[config.mk]
export PLATFORM = sky130hd
export DESIGN_NAME = mem_arbiter
export DESIGN_NICKNAME = d
export VERILOG_FILES = /design/src/mem_pkg.sv /design/src/mem_arbiter.sv
export VERILOG_INCLUDE_DIRS = /design/src
export SDC_FILE = /design/constraint.sdc
export NUM_CORES = 1
export LEC_CHECK = 0
export ABC_CLOCK_PERIOD_IN_PS = 1500
export BUFFER_PORTS_ARGS = -buffer_cell sky130_fd_sc_hd__buf_2
export CAP_MARGIN = 20
export CORE_MARGIN = 2
export CORE_UTILIZATION = 23
export DETAILED_ROUTE_END_ITERATION = 10
export GPL_ROUTABILITY_DRIVEN = 1
export MAX_ROUTING_LAYER = met4
export PLACE_DENSITY = 0.78
export SYNTH_ARGS = -nofsm -noshare
export SYNTH_HDL_FRONTEND = slang
export SYNTH_SLANG_ARGS = --single-unit
[constraint.sdc]
create_clock -name clk -period 1.5 [get_ports clk]
set_clock_uncertainty 0.15 [all_clocks]
set_input_delay 0.075 -clock clk [delete_from_list [all_inputs] [get_ports clk]]
set_output_delay 0.075 -clock clk [all_outputs]
set_load 0.02 [all_outputs]
[src/cache_config.svh]
`ifndef CACHE_CONFIG_SVH
`define CACHE_CONFIG_SVH

// Processor word and byte address
`define CACHE_ADDR_W 16
`define CACHE_DATA_W 16

// Geometry of one cache side
`define CACHE_SETS 64
`define CACHE_SET_BITS 6
`define CACHE_WORDS 8
`define CACHE_WORD_BITS 3
`define CACHE_TAG_W 6

// Byte address field positions, bit 0 unused
`define CACHE_WORD_LSB 1
`define CACHE_SET_LSB (`CACHE_WORD_LSB + `CACHE_WORD_BITS)
`define CACHE_TAG_LSB (`CACHE_SET_LSB + `CACHE_SET_BITS)

// Main memory
`define MEM_WORDS 32768
`define MEM_LATENCY 4

// Word at word address a holds a ^ key after power-up
`define MEM_INIT_KEY 16'ha5a5

`endif
[src/mem_pkg.sv]
package mem_pkg;

    typedef enum logic {
        MEM_READ  = 1'b0,
        MEM_WRITE = 1'b1
    } mem_op_e;

    // Current owner of the shared memory port
    typedef enum logic [1:0] {
        GRANT_NONE = 2'd0,
        GRANT_I    = 2'd1,
        GRANT_D    = 2'd2
    } grant_e;

endpackage

[src/mem_arbiter.sv]
`timescale 1ns/10ps
`include "cache_config.svh"

module mem_arbiter (
    input  logic                      clk,
    input  logic                      rst_n,
    input  logic                      i_req,
    input  logic                      i_start,
    input  mem_pkg::mem_op_e          i_op,
    input  logic [`CACHE_ADDR_W-1:0]  i_addr,
    input  logic [`CACHE_DATA_W-1:0]  i_wdata,
    output logic                      i_gnt,
    output logic                      i_valid,
    output logic [`CACHE_DATA_W-1:0]  i_rdata,
    input  logic                      d_req,
    input  logic                      d_start,
    input  mem_pkg::mem_op_e          d_op,
    input  logic [`CACHE_ADDR_W-1:0]  d_addr,
    input  logic [`CACHE_DATA_W-1:0]  d_wdata,
    output logic                      d_gnt,
    output logic                      d_valid,
    output logic [`CACHE_DATA_W-1:0]  d_rdata,
    output logic                      mem_enable,
    output logic                      mem_wr,
    output logic [`CACHE_ADDR_W-1:0]  mem_addr,
    output logic [`CACHE_DATA_W-1:0]  mem_wdata,
    input  logic                      mem_valid,
    input  logic [`CACHE_DATA_W-1:0]  mem_rdata
);

    mem_pkg::grant_e owner;

    // Instruction side wins when both ask in the same cycle
    always_ff @(posedge clk) begin
        if (!rst_n) begin
            owner <= mem_pkg::GRANT_NONE;
        end else begin
            case (owner)
                mem_pkg::GRANT_I: if (!i_req) owner <= mem_pkg::GRANT_NONE;
                mem_pkg::GRANT_D: if (!d_req) owner <= mem_pkg::GRANT_NONE;
                default: begin
                    if (i_req) begin
                        owner <= mem_pkg::GRANT_I;
                    end else if (d_req) begin
                        owner <= mem_pkg::GRANT_D;
                    end
                end
            endcase
        end
    end

    assign i_gnt = (owner == mem_pkg::GRANT_I);
    assign d_gnt = (owner == mem_pkg::GRANT_D);

    assign mem_enable = (i_gnt && i_start) || (d_gnt && d_start);
    assign mem_wr     = d_gnt ? (d_op == mem_pkg::MEM_WRITE) : (i_op == mem_pkg::MEM_WRITE);
    assign mem_addr   = d_gnt ? d_addr : i_addr;
    assign mem_wdata  = d_gnt ? d_wdata : i_wdata;

    // Responses go to the owner only
    assign i_valid = i_gnt && mem_valid;
    assign d_valid = d_gnt && mem_valid;
    assign i_rdata = i_gnt ? mem_rdata : '0;
    assign d_rdata = d_gnt ? mem_rdata : '0;

endmodule

---- Word level (Yosys, flattened, before mapping) ----
Index checks and enable logic that the tools add are counted.
word-level totals
  flip-flop bits (word level) ............. 2
  output and inout bits ................... 70
  word-level logic and storage cells ...... 22
operators by class
  equality and inequality tests ........... 4
  multiplexer cells ....................... 10
  reductions and logical operators ........ 7
operator list
  operator            number
  $mux 16             4
  $mux 2              4
  $logic_and 1x1->1   4
  $ne 2x2->1 const B  2
  $pmux 2 s2          1
  $reduce_bool 4->1   1
  $reduce_and 3->1    1
  $eq 2x1->1 const B  1
  $eq 2x2->1 const B  1
  $logic_or 1x1->1    1
  $mux 1              1

---- Depth between registers and ports, before layout ----
  depth in word-level cells ............... 3
  mapped depth ............................ 6
  depth with buffers taken out ............ 5

---- Least setup slack after synthesis ----
Ideal clock, no wire load.
  path kind ............................... register to output
  start point ............................. register owner[0]
  end point ............................... output port mem_addr[0]
  data arrival time ....................... 1,412 ps
  setup slack ............................. -137 ps
  cell stages (with the launch flop) ...... 6
  path buffers ............................ 2
  path through ............................ dfxtp_1 inv_1 ha_1 buf_6 buf_4 mux2_2
between the ends
  cells in the longest elaborated chain, start to end .. 2
ends and longest elaborated chain
  item                    RTL line           RTL
  from (decl)             mem_arbiter.sv:31  mem_pkg::grant_e owner;
  from (signal assigned)  mem_arbiter.sv:36  owner <= mem_pkg::GRANT_NONE;
  from (signal assigned)  mem_arbiter.sv:39  mem_pkg::GRANT_I: if (!i_req) owner <= mem_pkg::GRANT_NONE;
  from (signal assigned)  mem_arbiter.sv:40  mem_pkg::GRANT_D: if (!d_req) owner <= mem_pkg::GRANT_NONE;
  $eq 2x2->1              mem_arbiter.sv:53  assign d_gnt = (owner == mem_pkg::GRANT_D);
  via d_gnt               mem_arbiter.sv:20  output logic d_gnt,
  $mux 16                 mem_arbiter.sv:57  assign mem_addr = d_gnt ? d_addr : i_addr;
  to (decl)               mem_arbiter.sv:25  output logic [`CACHE_ADDR_W-1:0] mem_addr,
The timed path passes the listed nets, and every way through them passes these cells.

---- Worst setup path in the final report ----
  start point ............................. register owner[0]
  end point ............................... output port mem_addr[15]
between the ends
  cells in the longest elaborated chain, start to end .. 2
ends and longest elaborated chain
  item        RTL line
  $eq 2x2->1  mem_arbiter.sv:53
  $mux 16     mem_arbiter.sv:57
No other way between the ends.

==> results_dict.tcl <==
set metrics [dict create \
    top_layer_used "met4" \
    ys_types 15 \
    drt_iter0_markers 23 \
    cp_max_fo 8 \
    wirelength_mm 5.24 \
    syn-num-nets 183 \
    fp.dieH_um 63.3 \
    cts-buffers-inserted 3 \
    hpwl_mm 2.93 \
    final_cell_mix "buf_2 (90), buf_6 (78), and2_4 (34), mux2_4 (33), buf_4 (5)" \
    core.rowCount 21 \
    seqPwrFrac_pct 3.7 \
    top_register "owner" \
    drt_first_pass_iters 3 \
    die_w_um 63.3 \
    path_cells "inv_2 -> ha_4 -> buf_8 -> mux2_4 -> buf_6" \
    critPathBufInv 3 \
    critPathKind "reg -> out" \
    switching_share_pct 40.2 \
    syn_area_um2 808 \
    synth_top_cell_area_share_pct 46.0 \
    largest_reg_flops 2 \
    syn_inst 90 \
    syn_avg_cell_area_um2 8.98 \
    clock_latency_ns 0.23 \
    combPwrFrac_pct 90.1 \
    power.leakage_nw 1.41 \
    drc 0 \
    cts_num_sinks 2 \
    critPathLaunchType "flip-flop" \
    clockRootBuffer "clkbuf_4" \
    grt_max_degree 19 \
    period_minus_slack_ns 1.70 \
    vias_per_cell 4.62 \
    ios 159 \
    area_growth_pct 226 \
    endpoint_kind "output port" \
    finalHoldViolCount 0 \
    slew_viol_final 0 \
    die_area_um2 4000 \
    cts_max_path_buffers 2 \
    yosysWarnings 0 \
    power.density_nw_per_um2 767 \
    switchingPower_uw 814 \
    globalplace.congestion 0.796 \
    initial_core_util_pct 24.0 \
    outcome "finished, violations left" \
    final_util_pct 78.5 \
    place.port_buffers 158 \
    wl_met1_mm 1.72 \
    antenna_violating_nets_post_route 0 \
    fin_nets 363 \
    vias 1450 \
    max_stage_delay_ns 0.32 \
    drive_gt1_share_pct 97.0 \
    path_clk_slew_ns 0.03 \
    setup_ws_ns -0.200 \
    synth_area_leaders "mux2_2 (46%), and2_1 (26%), ha_1 (6.2%)" \
    relSlewSlack_pct 83.1 \
    grt_overflow_total 0 \
    cap_violations 0 \
    setup_violations 70 \
    slowest_stage "mux2_4" \
    wl_met3_um 403 \
    max_slew.worst_pin.slew_ns 0.252 \
    diodes 0 \
    clkPwrFrac_pct 6.2 \
    p_int_mw 1.21 \
    violations "negative setup slack" \
    synth-seq-area-share_pct 4.95 \
    peakVddDrop_mv 0.477 \
    antenna_found_initial 0 \
    ys_ff_latch 2 \
    wl_per_cell_um 16.7 \
    cp.arrival_ns 1.48 \
    core_um2 3360 \
    cts-htree-levels 1 \
    required_ns 1.27 \
    hold_class "in -> reg" \
    grt_pass1_vias 1521 \
    place_ws_ns -0.181 \
    reg.largest.list "owner: 2 flops" \
    final_common_cell "buf_2" \
    crit_family "buffers and inverters" \
    max_freq_mhz 588 \
    grt_usage_pct 22.0 \
    grt_pass1_wl_mm 6.84 \
    rsz0062_at_grt "yes" \
    post-route-period-util_pct 113 \
    dr_wl_met2_mm 2.96 \
    synth_top_area_cell "mux2_2" \
    cts_tree "done" \
]
-- cell type report --
| cell class | instances | area [um^2] |
|---|---|---|
| Tap cell | 46 | 57.6 |
| Sequential cell | 2 | 45.0 |
| Timing Repair Buffer | 181 | 1520 |
| Inverter | 2 | 10.0 |
| Fill cell | 217 | 724 |
| Multi-Input combinational cell | 80 | 980 |
| Clock buffer | 3 | 22.5 |
-- cell usage after synthesis, drive strengths merged --
| master | n |
|---|---|
| clkbuf | 2 |
| nor4 | 1 |
| buf | 4 |
| a221oi | 1 |
| nand3b | 1 |
| a22o | 1 |
| ha | 4 |
| inv | 2 |
| nand2 | 2 |
| dfxtp | 2 |
| nand3 | 1 |
| mux2i | 2 |
| mux2 | 33 |
| and2 | 34 |
-- worst register-to-register path: stages, from the launching register on --
cell and delay [ns]:
dfxtp_2 0.32, inv_2 0.05, ha_4 0.21, buf_16 0.16
buf_8 0.13, a221oi_4 0.29, mux2i_1 0.23
-- routing by layer --
metal | vias to the layer above | GRT usage, %
li1 | 670 | -
met2 | 98 | 42.7
met5 | - | -
met3 | 14 | 4.46
met4 | 0 | 10.9
met1 | 668 | 20.3
-- power groups by stage --
stage | clock (mW) | combinational (mW) | sequential [mW]
floorplan | 0 | 0.670 | 0.0728
global route | 0.131 | 1.90 | 0.0750
finish | 0.125 | 1.82 | 0.0741
detailed placement | 0 | 1.02 | 0.0699
global placement | 0 | 1.00 | 0.0696
CTS | 0.130 | 1.50 | 0.0733
-- kinds of logic after synthesis --
| kind of cell | share of synthesized area (%) |
|---|---|
| AND/OR/NAND/NOR | 31.4 |
| multiplexers | 48.5 |
| buffers and inverters | 6.04 |
| adder cells (fa/ha/maj) | 6.19 |
| AO/OA/AOI/OAI | 2.94 |
| flip-flops | 4.95 |
-- worst paths after layout --
| path | from | end | slack [ns] | cells after the start |
|---|---|---|---|---|
| setup / recovery | owner[0] | mem_addr[15] | -0.20 | 5 |
| hold / removal | i_req | owner[0] | 0.03 | 3 |
| setup reg to reg | owner[0] | owner[1] | -0.12 | 6 |
| hold reg to reg | owner[0] | owner[0] | 0.47 | 3 |
-- per-stage QoR --
stage | setup TNS, ns | std cells | hold WS, ns | cell area, um^2 | total power, mW
after CTS | -6.39 | 309 | 0.0295 | 2270 | 1.71
after global placement | -4.76 | 292 | 0.213 | 1660 | 1.07
after floorplan | -0.911 | 90 | 0.0713 | 821 | 0.743
after global routing | -10.88 | 314 | 0.0491 | 2640 | 2.11
after detailed placement | -5.24 | 292 | 0.226 | 1660 | 1.09
final | -8.31 | 314 | 0.0269 | 2640 | 2.02
-- timing repair --
action | CTS | global route
setup endpoints to repair | 71 | 71
pin swaps | 17 | 3
setup buffers | 9 | 3
endpoints found under the hold margin | 2 | 0
gates cloned | 4 | 3
resized for setup | 141 | 93
hold buffers | 1 | 0
(Power assumes the default switching activity.)
